$ cat src/zc_settings.svh
// Compressed stack sequencer settings
// Widths, register numbers and base opcodes shared by the design
`ifndef ZC_SETTINGS_SVH
`define ZC_SETTINGS_SVH

// Instruction and field widths
`define ZC_ILEN   32
`define ZC_CLEN   16
`define ZC_ADJ_W  12
`define ZC_CNT_W  4

// Fixed register numbers of the ABI
`define ZC_REG_RA 5'd1
`define ZC_REG_SP 5'd2
`define ZC_REG_A0 5'd10
`define ZC_REG_A1 5'd11

// Base ISA major opcodes
`define ZC_OP_LOAD  7'b0000011
`define ZC_OP_STORE 7'b0100011
`define ZC_OP_OPIMM 7'b0010011
`define ZC_OP_JALR  7'b1100111

`endif

$ cat src/zc_seq_pkg.sv
// Compressed stack sequencer types
// Vector types, instruction kinds, sequence steps and s-register mapping
`include "zc_settings.svh"

package zc_seq_pkg;

  typedef logic [`ZC_ILEN-1:0]  instr_word_t;
  typedef logic [`ZC_CLEN-1:0]  cinstr_t;
  typedef logic [4:0]           regaddr_t;
  typedef logic [`ZC_ADJ_W-1:0] stack_adj_t;
  typedef logic [`ZC_CNT_W-1:0] seq_cnt_t;

  // Kind of sequenced instruction, SEQ_NONE for anything else
  typedef enum logic [2:0] {
    SEQ_NONE,
    SEQ_PUSH,
    SEQ_POP,
    SEQ_POPRET,
    SEQ_POPRETZ,
    SEQ_MVSA01,
    SEQ_MVA01S
  } seq_kind_e;

  // Step of a sequence
  // S_IDLE doubles as the first beat of a double move
  typedef enum logic [2:0] {
    S_IDLE,
    S_SREG,
    S_RA,
    S_SP,
    S_A0,
    S_RET,
    S_MOVE2
  } seq_state_e;

  // s0 and s1 sit at x8 and x9, s2 to s11 at x18 to x27
  function automatic regaddr_t sreg_to_regnum(input seq_cnt_t sreg);
    regaddr_t regnum;
    if (sreg < 4'd2) begin
      regnum = regaddr_t'(sreg) + 5'd8;
    end else begin
      regnum = regaddr_t'(sreg) + 5'd16;
    end
    return regnum;
  endfunction

endpackage

$ cat src/seq_decode_if.sv
`timescale 1ns/1ps
// Decoded instruction bundle
// From the decoder to the sequence controller and the encoder
interface seq_decode_if;

  zc_seq_pkg::seq_kind_e  kind;
  // Number of s-registers in rlist, 0 to 12
  zc_seq_pkg::seq_cnt_t   sreg_count;
  // Aligned register area plus spimm blocks
  zc_seq_pkg::stack_adj_t total_adj;
  // s-register numbers of a double move
  zc_seq_pkg::seq_cnt_t   move_r1;
  zc_seq_pkg::seq_cnt_t   move_r2;

  modport dec (
    output kind, sreg_count, total_adj, move_r1, move_r2
  );

  modport user (
    input kind, sreg_count, total_adj, move_r1, move_r2
  );

endinterface

$ cat src/seq_step_if.sv
`timescale 1ns/1ps
// Current sequence step
// From the sequence controller to the encoder
interface seq_step_if;

  zc_seq_pkg::seq_state_e state;
  // Beat index within the sequence
  zc_seq_pkg::seq_cnt_t   cnt;
  // s-register handled on this beat, counting down
  zc_seq_pkg::seq_cnt_t   sreg_idx;

  modport ctrl (
    output state, cnt, sreg_idx
  );

  modport enc (
    input state, cnt, sreg_idx
  );

endinterface

$ cat src/zc_decoder.sv
`timescale 1ns/1ps
// Compressed stack and move decoder
// Picks the instruction kind, checks legality and sizes the stack frame
module zc_decoder (
  input  zc_seq_pkg::cinstr_t instr_i,
  seq_decode_if.dec           dec
);

  logic [3:0]             rlist;
  logic                   rlist_legal;
  logic                   move_legal;
  zc_seq_pkg::seq_cnt_t   sreg_count;
  zc_seq_pkg::stack_adj_t round_words;
  zc_seq_pkg::stack_adj_t base_adj;
  zc_seq_pkg::stack_adj_t spimm_adj;

  assign rlist = instr_i[7:4];

  // rlist 0 to 3 are reserved
  assign rlist_legal = (rlist >= 4'd4);
  // Both move registers must differ
  assign move_legal  = (instr_i[9:7] != instr_i[4:2]);

  ////////////////////
  // Kind select
  ////////////////////

  always_comb begin
    dec.kind = zc_seq_pkg::SEQ_NONE;
    // All sequenced instructions live in quadrant 2, funct3 101
    if ((instr_i[1:0] == 2'b10) && (instr_i[15:13] == 3'b101)) begin
      case (instr_i[12:8])
        // cm.push
        5'b11000: if (rlist_legal) dec.kind = zc_seq_pkg::SEQ_PUSH;
        // cm.pop
        5'b11010: if (rlist_legal) dec.kind = zc_seq_pkg::SEQ_POP;
        // cm.popretz
        5'b11100: if (rlist_legal) dec.kind = zc_seq_pkg::SEQ_POPRETZ;
        // cm.popret
        5'b11110: if (rlist_legal) dec.kind = zc_seq_pkg::SEQ_POPRET;
        default: begin
          // Double moves only use bits 12:10, bits 9:8 hold r1
          if ((instr_i[12:10] == 3'b011) && move_legal) begin
            if (instr_i[6:5] == 2'b01) begin
              dec.kind = zc_seq_pkg::SEQ_MVSA01;
            end else if (instr_i[6:5] == 2'b11) begin
              dec.kind = zc_seq_pkg::SEQ_MVA01S;
            end
          end
        end
      endcase
    end
  end

  ////////////////////
  // Frame size
  ////////////////////

  // rlist 15 jumps from s10 to s11, so it saves 12 registers
  always_comb begin
    if (rlist == 4'd15) begin
      sreg_count = 4'd12;
    end else if (rlist_legal) begin
      sreg_count = rlist - 4'd4;
    end else begin
      sreg_count = '0;
    end
  end

  // Words are s-regs plus ra, rounded up to whole 16-byte blocks
  assign round_words = zc_seq_pkg::stack_adj_t'(sreg_count) + 12'd4;
  assign base_adj    = (round_words >> 2) << 4;
  // spimm adds extra 16-byte blocks
  assign spimm_adj   = zc_seq_pkg::stack_adj_t'({instr_i[3:2], 4'b0000});

  assign dec.sreg_count = sreg_count;
  assign dec.total_adj  = base_adj + spimm_adj;

  // r1s' and r2s' are s0 to s7
  assign dec.move_r1 = {1'b0, instr_i[9:7]};
  assign dec.move_r2 = {1'b0, instr_i[4:2]};

endmodule

$ cat src/seq_control.sv
`timescale 1ns/1ps
// Sequence controller
// Steps through each expansion one beat per accepted output transfer
module seq_control (
  input  logic        clk,
  input  logic        rst_n,
  input  logic        valid_i,
  input  logic        ready_i,
  seq_decode_if.user  dec,
  seq_step_if.ctrl    step,
  output logic        valid_o,
  output logic        ready_o,
  output logic        seq_first_o,
  output logic        seq_last_o,
  output logic        seq_pushpop_o
);

  zc_seq_pkg::seq_state_e state_q;
  zc_seq_pkg::seq_state_e cur_state;
  zc_seq_pkg::seq_state_e state_n;
  zc_seq_pkg::seq_cnt_t   cnt_q;
  logic                   is_pushpop;
  logic                   last_step;

  assign is_pushpop = (dec.kind == zc_seq_pkg::SEQ_PUSH)   ||
                      (dec.kind == zc_seq_pkg::SEQ_POP)    ||
                      (dec.kind == zc_seq_pkg::SEQ_POPRET) ||
                      (dec.kind == zc_seq_pkg::SEQ_POPRETZ);

  // First beat of push/pop comes straight from the decoded kind
  always_comb begin
    cur_state = state_q;
    if ((state_q == zc_seq_pkg::S_IDLE) && is_pushpop) begin
      // Empty s-register list starts with ra
      cur_state = (dec.sreg_count == '0) ? zc_seq_pkg::S_RA : zc_seq_pkg::S_SREG;
    end
  end

  ////////////////////
  // Next step
  ////////////////////

  always_comb begin
    state_n   = zc_seq_pkg::S_IDLE;
    last_step = 1'b0;
    case (cur_state)
      // Only a double move is still in S_IDLE here
      zc_seq_pkg::S_IDLE:  state_n = zc_seq_pkg::S_MOVE2;
      zc_seq_pkg::S_SREG: begin
        if (cnt_q == dec.sreg_count - 4'd1) begin
          state_n = zc_seq_pkg::S_RA;
        end else begin
          state_n = zc_seq_pkg::S_SREG;
        end
      end
      zc_seq_pkg::S_RA:    state_n = zc_seq_pkg::S_SP;
      zc_seq_pkg::S_SP: begin
        // Plain push and pop end with the sp update
        if (dec.kind == zc_seq_pkg::SEQ_POPRETZ) begin
          state_n = zc_seq_pkg::S_A0;
        end else if (dec.kind == zc_seq_pkg::SEQ_POPRET) begin
          state_n = zc_seq_pkg::S_RET;
        end else begin
          last_step = 1'b1;
        end
      end
      zc_seq_pkg::S_A0:    state_n = zc_seq_pkg::S_RET;
      zc_seq_pkg::S_RET:   last_step = 1'b1;
      zc_seq_pkg::S_MOVE2: last_step = 1'b1;
      default:             last_step = 1'b1;
    endcase
  end

  ////////////////////
  // State and counter
  ////////////////////

  always_ff @(posedge clk or negedge rst_n) begin
    if (!rst_n) begin
      state_q <= zc_seq_pkg::S_IDLE;
      cnt_q   <= '0;
    end else if (!valid_o) begin
      // Nothing to sequence, start over
      state_q <= zc_seq_pkg::S_IDLE;
      cnt_q   <= '0;
    end else if (ready_i) begin
      if (last_step) begin
        state_q <= zc_seq_pkg::S_IDLE;
        cnt_q   <= '0;
      end else begin
        state_q <= state_n;
        cnt_q   <= cnt_q + 4'd1;
      end
    end
  end

  // Handshake and flags
  assign valid_o       = valid_i && (dec.kind != zc_seq_pkg::SEQ_NONE);
  // Input is consumed with the last transfer, or at once when not sequenced
  assign ready_o       = !valid_o || (ready_i && last_step);
  assign seq_first_o   = valid_o && (state_q == zc_seq_pkg::S_IDLE);
  assign seq_last_o    = valid_o && last_step;
  assign seq_pushpop_o = is_pushpop;

  assign step.state    = cur_state;
  assign step.cnt      = cnt_q;
  // s-registers go out highest first
  assign step.sreg_idx = dec.sreg_count - cnt_q - 4'd1;

endmodule

$ cat src/instr_encoder.sv
`timescale 1ns/1ps
// Base instruction encoder
// Builds the 32-bit word and the stack offset of the current step
`include "zc_settings.svh"

module instr_encoder (
  seq_decode_if.user               dec,
  seq_step_if.enc                  step,
  output zc_seq_pkg::instr_word_t  instr_o
);

  logic                   is_push;
  zc_seq_pkg::stack_adj_t beat_bytes;
  zc_seq_pkg::stack_adj_t offset;
  zc_seq_pkg::stack_adj_t sp_adj;
  zc_seq_pkg::regaddr_t   sreg_num;
  zc_seq_pkg::regaddr_t   move_s1;
  zc_seq_pkg::regaddr_t   move_s2;

  // addi rd, rs1, imm
  function automatic zc_seq_pkg::instr_word_t addi_word(
    input zc_seq_pkg::regaddr_t   rd,
    input zc_seq_pkg::regaddr_t   rs1,
    input zc_seq_pkg::stack_adj_t imm
  );
    return {imm, rs1, 3'b000, rd, `ZC_OP_OPIMM};
  endfunction

  // sw or lw of one register relative to sp
  function automatic zc_seq_pkg::instr_word_t mem_word(
    input logic                   store,
    input zc_seq_pkg::regaddr_t   data_reg,
    input zc_seq_pkg::stack_adj_t off
  );
    zc_seq_pkg::instr_word_t word;
    if (store) begin
      word = {off[`ZC_ADJ_W-1:5], data_reg, `ZC_REG_SP, 3'b010, off[4:0], `ZC_OP_STORE};
    end else begin
      word = {off, `ZC_REG_SP, 3'b010, data_reg, `ZC_OP_LOAD};
    end
    return word;
  endfunction

  assign is_push = (dec.kind == zc_seq_pkg::SEQ_PUSH);

  ////////////////////
  // Stack offset
  ////////////////////

  // Beat k sits 4(k+1) bytes below the frame top
  assign beat_bytes = (zc_seq_pkg::stack_adj_t'(step.cnt) + 12'd1) << 2;
  // Pops first step back up by the whole frame
  assign offset     = is_push ? (12'd0 - beat_bytes) : (dec.total_adj - beat_bytes);
  assign sp_adj     = is_push ? (12'd0 - dec.total_adj) : dec.total_adj;

  assign sreg_num = zc_seq_pkg::sreg_to_regnum(step.sreg_idx);
  assign move_s1  = zc_seq_pkg::sreg_to_regnum(dec.move_r1);
  assign move_s2  = zc_seq_pkg::sreg_to_regnum(dec.move_r2);

  ////////////////////
  // Word assembly
  ////////////////////

  always_comb begin
    instr_o = '0;
    case (step.state)
      zc_seq_pkg::S_IDLE: begin
        // First half of a double move
        if (dec.kind == zc_seq_pkg::SEQ_MVSA01) begin
          instr_o = addi_word(move_s1, `ZC_REG_A0, '0);
        end else if (dec.kind == zc_seq_pkg::SEQ_MVA01S) begin
          instr_o = addi_word(`ZC_REG_A0, move_s1, '0);
        end
      end
      zc_seq_pkg::S_SREG:  instr_o = mem_word(is_push, sreg_num, offset);
      zc_seq_pkg::S_RA:    instr_o = mem_word(is_push, `ZC_REG_RA, offset);
      // sp moves down on push and back up on pop
      zc_seq_pkg::S_SP:    instr_o = addi_word(`ZC_REG_SP, `ZC_REG_SP, sp_adj);
      // popretz clears a0 with addi a0, x0, 0
      zc_seq_pkg::S_A0:    instr_o = addi_word(`ZC_REG_A0, 5'd0, '0);
      // jalr x0, 0(ra)
      zc_seq_pkg::S_RET:   instr_o = {12'd0, `ZC_REG_RA, 3'b000, 5'd0, `ZC_OP_JALR};
      zc_seq_pkg::S_MOVE2: begin
        if (dec.kind == zc_seq_pkg::SEQ_MVSA01) begin
          instr_o = addi_word(move_s2, `ZC_REG_A1, '0);
        end else begin
          instr_o = addi_word(`ZC_REG_A1, move_s2, '0);
        end
      end
      default:             instr_o = '0;
    endcase
  end

endmodule

$ cat src/zc_sequencer.sv
`timescale 1ns/1ps
// Compressed stack and move sequencer
// Expands one 16-bit instruction into a run of 32-bit base instructions
module zc_sequencer (
  input  logic                    clk,
  input  logic                    rst_n,
  // Upstream side
  input  zc_seq_pkg::cinstr_t     instr_i,
  input  logic                    valid_i,
  output logic                    ready_o,
  // Downstream side
  output zc_seq_pkg::instr_word_t instr_o,
  output logic                    valid_o,
  input  logic                    ready_i,
  // Sequence flags
  output logic                    seq_first_o,
  output logic                    seq_last_o,
  output logic                    seq_pushpop_o
);

  seq_decode_if dec_if ();
  seq_step_if   step_if ();

  // Input side
  zc_decoder zc_decoder_i (
    .instr_i (instr_i),
    .dec     (dec_if)
  );

  // Step tracking and handshake
  seq_control seq_control_i (
    .clk           (clk),
    .rst_n         (rst_n),
    .valid_i       (valid_i),
    .ready_i       (ready_i),
    .dec           (dec_if),
    .step          (step_if),
    .valid_o       (valid_o),
    .ready_o       (ready_o),
    .seq_first_o   (seq_first_o),
    .seq_last_o    (seq_last_o),
    .seq_pushpop_o (seq_pushpop_o)
  );

  // Output side
  instr_encoder instr_encoder_i (
    .dec     (dec_if),
    .step    (step_if),
    .instr_o (instr_o)
  );

endmodule

$ cat config.mk
export PLATFORM = sky130hd
export DESIGN_NAME = zc_sequencer
export DESIGN_NICKNAME = d
export VERILOG_FILES = /design/src/zc_seq_pkg.sv /design/src/seq_decode_if.sv /design/src/seq_step_if.sv /design/src/zc_decoder.sv /design/src/seq_control.sv /design/src/instr_encoder.sv /design/src/zc_sequencer.sv
export VERILOG_INCLUDE_DIRS = /design/src
export SDC_FILE = /design/constraint.sdc
export NUM_CORES = 1
export LEC_CHECK = 0
export CORE_MARGIN = 2
export CORE_UTILIZATION = 50
export CTS_CLUSTER_SIZE = 14
export DETAILED_ROUTE_END_ITERATION = 16
export DONT_BUFFER_PORTS = 1
export PLACE_DENSITY = 0.77
export SLEW_MARGIN = 5
export SYNTH_ARGS = -nofsm -noshare
export SYNTH_HDL_FRONTEND = slang
export SYNTH_SLANG_ARGS = --single-unit
export TNS_END_PERCENT = 5
$ cat constraint.sdc
create_clock -name clk -period 5.3 [get_ports clk]
set_clock_uncertainty 0.05 [all_clocks]
set_input_delay 0.53 -clock clk [delete_from_list [all_inputs] [get_ports clk]]
set_output_delay 0.53 -clock clk [all_outputs]
set_load 0.1 [all_outputs]
==> results of run 1 <==
metrics by stage:
| step | instances | setup WS [ps] | utilization |
|---|---|---|---|
| 2_1_floorplan | 280 | -119 | - |
| 3_3_place_gp | 319 | 1360 | 0.573 |
| 3_5_place_dp | 319 | 1230 | 0.573 |
| 4_1_cts | 324 | 1220 | 0.588 |
| 5_1_grt | 324 | 1050 | 0.588 |
| 6_report | 324 | 1220 | 0.588 |
layout make-up:
cell class,count,area [um2],area share
well taps,48,60.1,0.0275
clock buffers,4,45.0,0.0206
repair buffers,13,118,0.0538
inverters,22,95.1,0.0435
multi-input cells,230,1690,0.774
flip-flops and latches,7,175,0.0801
layer usage:
metal | track usage | vias to the layer above | routed length [um]
met5 | 0 | - | 0
met4 | 0.0867 | 0 | 103
met3 | 0.0456 | 13 | 463
met2 | 0.414 | 103 | 2450
met1 | 0.329 | 934 | 2330
li1 | - | 994 | -
worst register-to-register path: cells and delay by family (launching register included):
kind | cells | cell delay (ps)
AOI/OAI and AO/OA | 2 | 230
DFF | 1 | 770
and+or+nand+nor | 3 | 840
cell usage in the layout (no fill, tap or decap), drive strengths merged, types with 5 or more instances in the layout:
master	synthesis	final
nor2	28	28
o21ai	27	27
nand2	25	25
inv	21	21
a21oi	19	19
ha	16	16
nand3	13	13
xnor2	12	12
buf	12	11
a21o	7	7
dfrtp	7	7
o22ai	7	7
nor3	7	7
xor2	6	6
clkbuf	9	5
path summary, 6_finish.rpt:
kind	from	to	cells after the start
setup / recovery	instr_i[6]	instr_o[30]	11
hold / removal	ready_i	seq_control_i.state_q[1]	1
setup reg to reg	seq_control_i.state_q[0]	seq_control_i.state_q[2]	5
hold reg to reg	seq_control_i.step.cnt[1]	seq_control_i.step.cnt[1]	2
max in group asynchronous	rst_n	seq_control_i.state_q[2]	1
min in group asynchronous	rst_n	seq_control_i.step.cnt[3]	1
kinds of logic after synthesis:
group / Yosys count / synth area share
other: 1 / 0.00191
XOR/XNOR: 18 / 0.0803
multiplexers: 1 / 0.00510
buffers and inverters: 43 / 0.112
AO/OA/AOI/OAI: 88 / 0.305
flip-flops: 7 / 0.0892
AND/OR/NAND/NOR: 102 / 0.285
adder cells (fa/ha/maj): 18 / 0.122
flip-flops by register name, summed over array words and instances (netlist names):
register,flops
seq_control_i.step.cnt,4
seq_control_i.state_q,3
Yosys cell counts (9+ instances only):
master,n,area share
nor2_1,28,0.054
nand2_1,24,0.046
o21ai_0,22,0.056
inv_1,21,0.040
a21oi_1,19,0.048
ha_1,16,0.10
xnor2_1,12,0.054
nand3_1,11,0.028
clkbuf_1,9,0.017
report_power, final:
part           switching, mW  internal [mW]  total [mW]
clock                 0.0209         0.0518      0.0727
sequential          0.000126         0.0538      0.0539
combinational         0.0758         0.0456       0.121
total                 0.0968          0.151       0.248
==> run_results.csv, run 1 <==
group,metric,value,unit
global_route,grt_antenna_before_repair,0,
sta,setup_viol,0,
clock_network,root_buffer,"clkbuf_8",
pwr,powerDensity,113,mW/mm2
setup_path,worst_ep_arrival_time,3500,ps
clock_network,cts_hold_buf,1,
detailed_routing,ant_nets,0,
detailed_routing,drc,0,
sta,hold_slack,381,ps
cells_and_area,drive_above_1_share,0.214,
yosys,async_flop_share,1.00,
detailed_routing,post_drt_wl_per_cell,16.5,um
yosys,ys.flop_type,"dfrtp_1",
sta,period_needed,4080,ps
sta,finalSetupTns,0,ps
sta,fmax,0.245,GHz
outcome,outcome,"finished, final reports clean",
yosys,netlist_instances,278,
die,die_w,66.7,um
sta,hold_violations,0,
clock_network,post_cts_resized,0,
detailed_routing,drt_first_pass_iters,5,
clock_network,post_cts.repair.setup_buffers,0,
detailed_routing,dr.first_iter.drc_count,192,
setup_path,endpoint_kind,"primary output",
pwr,peakVddDrop,133,uV
job,cap_violations,0,
setup_path,cp_max_fo,10,
yosys,synth_edf_count,0,
global_route,grt_usage,0.252,
clock_network,clk_pin_slew,40,ps
setup_path,cpPeakStageDelay,670,ps
sta,relSlewSlack,0.198,
setup_path,crit_family,"simple AND/OR/NAND/NOR gates",
detailed_routing,via_per_inst,6.31,
sta,drv_slew,0,
yosys,ys_warn_count,0,
pwr,p_leak,0.925,nW
clock_network,cts.sink_count,7,
clock_network,cts_buffers,3,
die,die-height,66.7,um
die,dieArea,0.00444,mm2
die,io_pins,57,
clock_network,cts_max_path_buffers,2,
cells_and_area,fin_nets,315,
setup_path,worstPathRequired,4720,ps
die,core_area,0.00372,mm2
yosys,syn_avg_cell_area,7.06,um2
yosys,syn_area,0.00196,mm2
global_route,grt_max_degree,21,
placed_design,hpwlAfterDp,4290,um
placed_design,port_buffers,0,
clock_network,htree_levels,1,
die,start_util,0.528,
clock_network,insertion_delay,220,ps
setup_path,cp_slowest_cell,"nand2_1",
global_route,overflow,0,
cells_and_area,fin_area,0.00219,mm2
yosys,yosysUniqueCellTypes,66,
setup_path,worst-r2r-setup-slack,3320,ps
detailed_routing,drt_wl_total,5350,um
sta,max_slew.worst_pin.slew,1200,ps
pwr,finalPower,0.248,mW
setup_path,critical_path.startpoint_type,"input port",
placed_design,place_congestion,0.881,
detailed_routing,vias,2044,
setup_path,crit_buf_inv,1,
sta,rsz0062_at_grt,"false",
setup_path,worst-setup-path-type,"in -> out",
placed_design,post_dp_cell_area,0.00213,mm2
yosys,ys_seq_elements,7,
global_route,grt_pass1_vias,1857,
cells_and_area,diodes,0,
cells_and_area,n_fill_cell,352,
worst_hold_path,hp-class,"in -> reg",
die,num_rows,22,
cells_and_area,syn_to_final_growth,11.3,%
setup_path,path_cells,"a21bo_2 -> nand2_1 -> inv_1 -> ha_1 -> fa_1 -> xor2_1 -> ha_1 -> nor2b_1 -> nor4_2 -> o21ai_1 -> nand2_1",
sta,post-route-period-util,0.770,
clock_network,cts_tree,"yes",
global_route,grt_first_pass_wirelength,8720,um
yosys,ys_seq_area_frac,0.0892,
No activity file was read; power rests on OpenSTA's default activity.
==> run 2: changes to the inputs <==
--- a/config.mk
+++ b/config.mk
@@ -11,7 +11,7 @@
 export CTS_CLUSTER_SIZE = 14
 export DETAILED_ROUTE_END_ITERATION = 16
 export DONT_BUFFER_PORTS = 1
-export PLACE_DENSITY = 0.77
+export PLACE_DENSITY = 0.8
 export SLEW_MARGIN = 5
 export SYNTH_ARGS = -nofsm -noshare
 export SYNTH_HDL_FRONTEND = slang
==> constraint.sdc (replaced) <==
create_clock -name clk -period 3.4 [get_ports clk]
set_clock_uncertainty 0.05 [all_clocks]
set_input_delay 0.34 -clock clk [delete_from_list [all_inputs] [get_ports clk]]
set_output_delay 0.34 -clock clk [all_outputs]
set_load 0.1 [all_outputs]
==> run 2 against run 1 <==
  * Register-to-register slack lost 1900 ps
  * Highest routed layer unchanged
  * Core utilization grew 8.7 points
  * Via count grew 7.5%
  * Combinational power grew 70%
  * Largest power group unchanged
==> run_results.csv, run 2 (synthesis gave the netlist of run 1 again) <==
group,metric,value,unit
outcome,outcome,"finished, final reports clean",
detailed_routing,ant_nets,0,
die,die_w,66.7,um
job,cap_violations,0,
cells_and_area,diodes,0,
detailed_routing,vias,2197,
global_route,grt_pass1_vias,1968,
global_route,grt_max_degree,18,
worst_hold_path,hold_depth,1,
pwr,p_leak,1.08,nW
sta,setup_viol,0,
setup_path,cp_max_fo,10,
sta,finalSetupTns,0,ps
placed_design,hpwlAfterDp,4520,um
pwr,peakVddDrop,208,uV
setup_path,worst_ep_arrival_time,2910,ps
pwr,powerDensity,161,mW/mm2
die,die-height,66.7,um
sta,drv_slew,0,
clock_network,cts_max_path_buffers,2,
worst_hold_path,hp-class,"in -> reg",
worst_hold_path,whs_endpoint,"seq_control_i.state_q[1]",
setup_path,worst-r2r-setup-slack,1450,ps
cells_and_area,largest_reg_flops,4,
sta,relSlewSlack,0.527,
setup_path,rr_endpoint,"seq_control_i.state_q[2]",
placed_design,place_congestion,0.963,
sta,fmax,0.303,GHz
sta,max_slew.worst_pin.slew,700,ps
clock_network,insertion_delay,220,ps
sta,rsz0062_at_grt,"true",
global_route,overflow,0,
detailed_routing,post_drt_wl_per_cell,16.2,um
cells_and_area,fin_area,0.00251,mm2
detailed_routing,via_per_inst,6.31,
sta,setup_slack,96.4,ps
clock_network,htree_levels,1,
cells_and_area,fin_nets,339,
placed_design,dp_slack,15.5,ps
detailed_routing,drt_first_pass_iters,5,
setup_path,critical_path.startpoint_type,"input port",
clock_network,cts.sink_count,7,
detailed_routing,dr.first_iter.drc_count,293,
global_route,grt_usage,0.265,
die,core_area,0.00372,mm2
sta,hold_slack,192,ps
global_route,grt_first_pass_wirelength,9360,um
clock_network,cts_buffers,3,
sta,post-route-period-util,0.972,
setup_path,crit_top_cell,"ha_1",
die,start_util,0.528,
cells_and_area,syn_to_final_growth,27.8,%
setup_path,worst-setup-path-type,"in -> out",
sta,period_needed,3300,ps
cells_and_area,fin_util,0.675,
cells_and_area,drive_above_1_share,0.300,
setup_path,worstPathRequired,3010,ps
global_route,grt_antenna_before_repair,0,
detailed_routing,drt_wl_total,5620,um
cells_and_area,multi_input_area,0.00172,mm2
placed_design,port_buffers,0,
setup_path,path_cells,"a21bo_2 -> nand2_1 -> inv_1 -> ha_1 -> fa_1 -> ha_1 -> a21oi_1 -> a21boi_2 -> nor4_2 -> o21ai_2 -> o211ai_2 -> buf_12",
clock_network,clk_pin_slew,40,ps
die,dieArea,0.00444,mm2
cells_and_area,register_area,175,um2
clock_network,post_cts.repair.setup_buffers,0,
cells_and_area,final_cell_mix,"buf_4, nand2_1, nor2_1, inv_1, a21oi_1",
setup_path,cpPeakStageDelay,520,ps
setup_path,r2r-start,"seq_control_i.state_q[1]",
die,num_rows,22,
setup_path,cp_slowest_cell,"fa_1",
clock_network,cts_tree,"yes",
worst_hold_path,hp-start,"ready_i",
die,io_pins,57,
cells_and_area,final_common_cell,"buf_4",
setup_path,r2r_cells,5,
clock_network,root_buffer,"clkbuf_8",
sta,hold_violations,0,
placed_design,post_dp_cell_area,0.00243,mm2
detailed_routing,drc,0,
setup_path,endpoint_kind,"primary output",
cells_and_area,n_fill_cell,297,
-- run 2: worst max path at each step --
stage / startpoint / to / slack (ps) / cells past startpoint
global route: instr_i[6] / instr_o[27] / -30 / 13
finish: instr_i[6] / instr_o[27] / 100 / 12
floorplan: instr_i[6] / instr_o[10] / -790 / 13
global placement: instr_i[6] / instr_o[27] / 110 / 12
CTS: instr_i[6] / instr_o[27] / 30 / 12
detailed placement: instr_i[6] / instr_o[27] / 20 / 12
-- run 2: routing by layer --
layer	part of all wire	track usage
met4	0.022	0.0740
met3	0.075	0.0101
met5	0	0
met2	0.48	0.436
met1	0.43	0.377
-- run 2: critical path, delay by kind of cell --
| family | cells | cell delay, ps |
|---|---|---|
| AOI/OAI and AO/OA | 5 | 780 |
| buffers and inverters | 2 | 270 |
| and+or+nand+nor | 2 | 340 |
| adders and majority gates | 3 | 1190 |
-- run 2: cell type report --
cell class / count / area share
Multi-Input combinational cell: 230 / 0.687
Inverter: 22 / 0.0379
Timing Repair Buffer: 37 / 0.164
Clock buffer: 4 / 0.0180
Tap cell: 48 / 0.0239
Sequential cell: 7 / 0.0698
-- run 2: per-stage QoR --
stage / total power [mW] / cells
CTS: 0.396 / 348
global placement: 0.271 / 343
floorplan: 0.248 / 280
global route: 0.429 / 348
finish: 0.404 / 348
detailed placement: 0.277 / 343
-- run 2: report_power, final --
part / switching, mW / internal [mW]
combinational: 0.124 / 0.0819
sequential: 0.000156 / 0.0838
clock: 0.0328 / 0.0808
-- run 2: timing repair --
action | CTS | global route
hold buffers | 1 | 0
setup endpoints to repair | 0 | 6
gates resized for setup | 0 | 6
hold endpoints to repair | 7 | 0
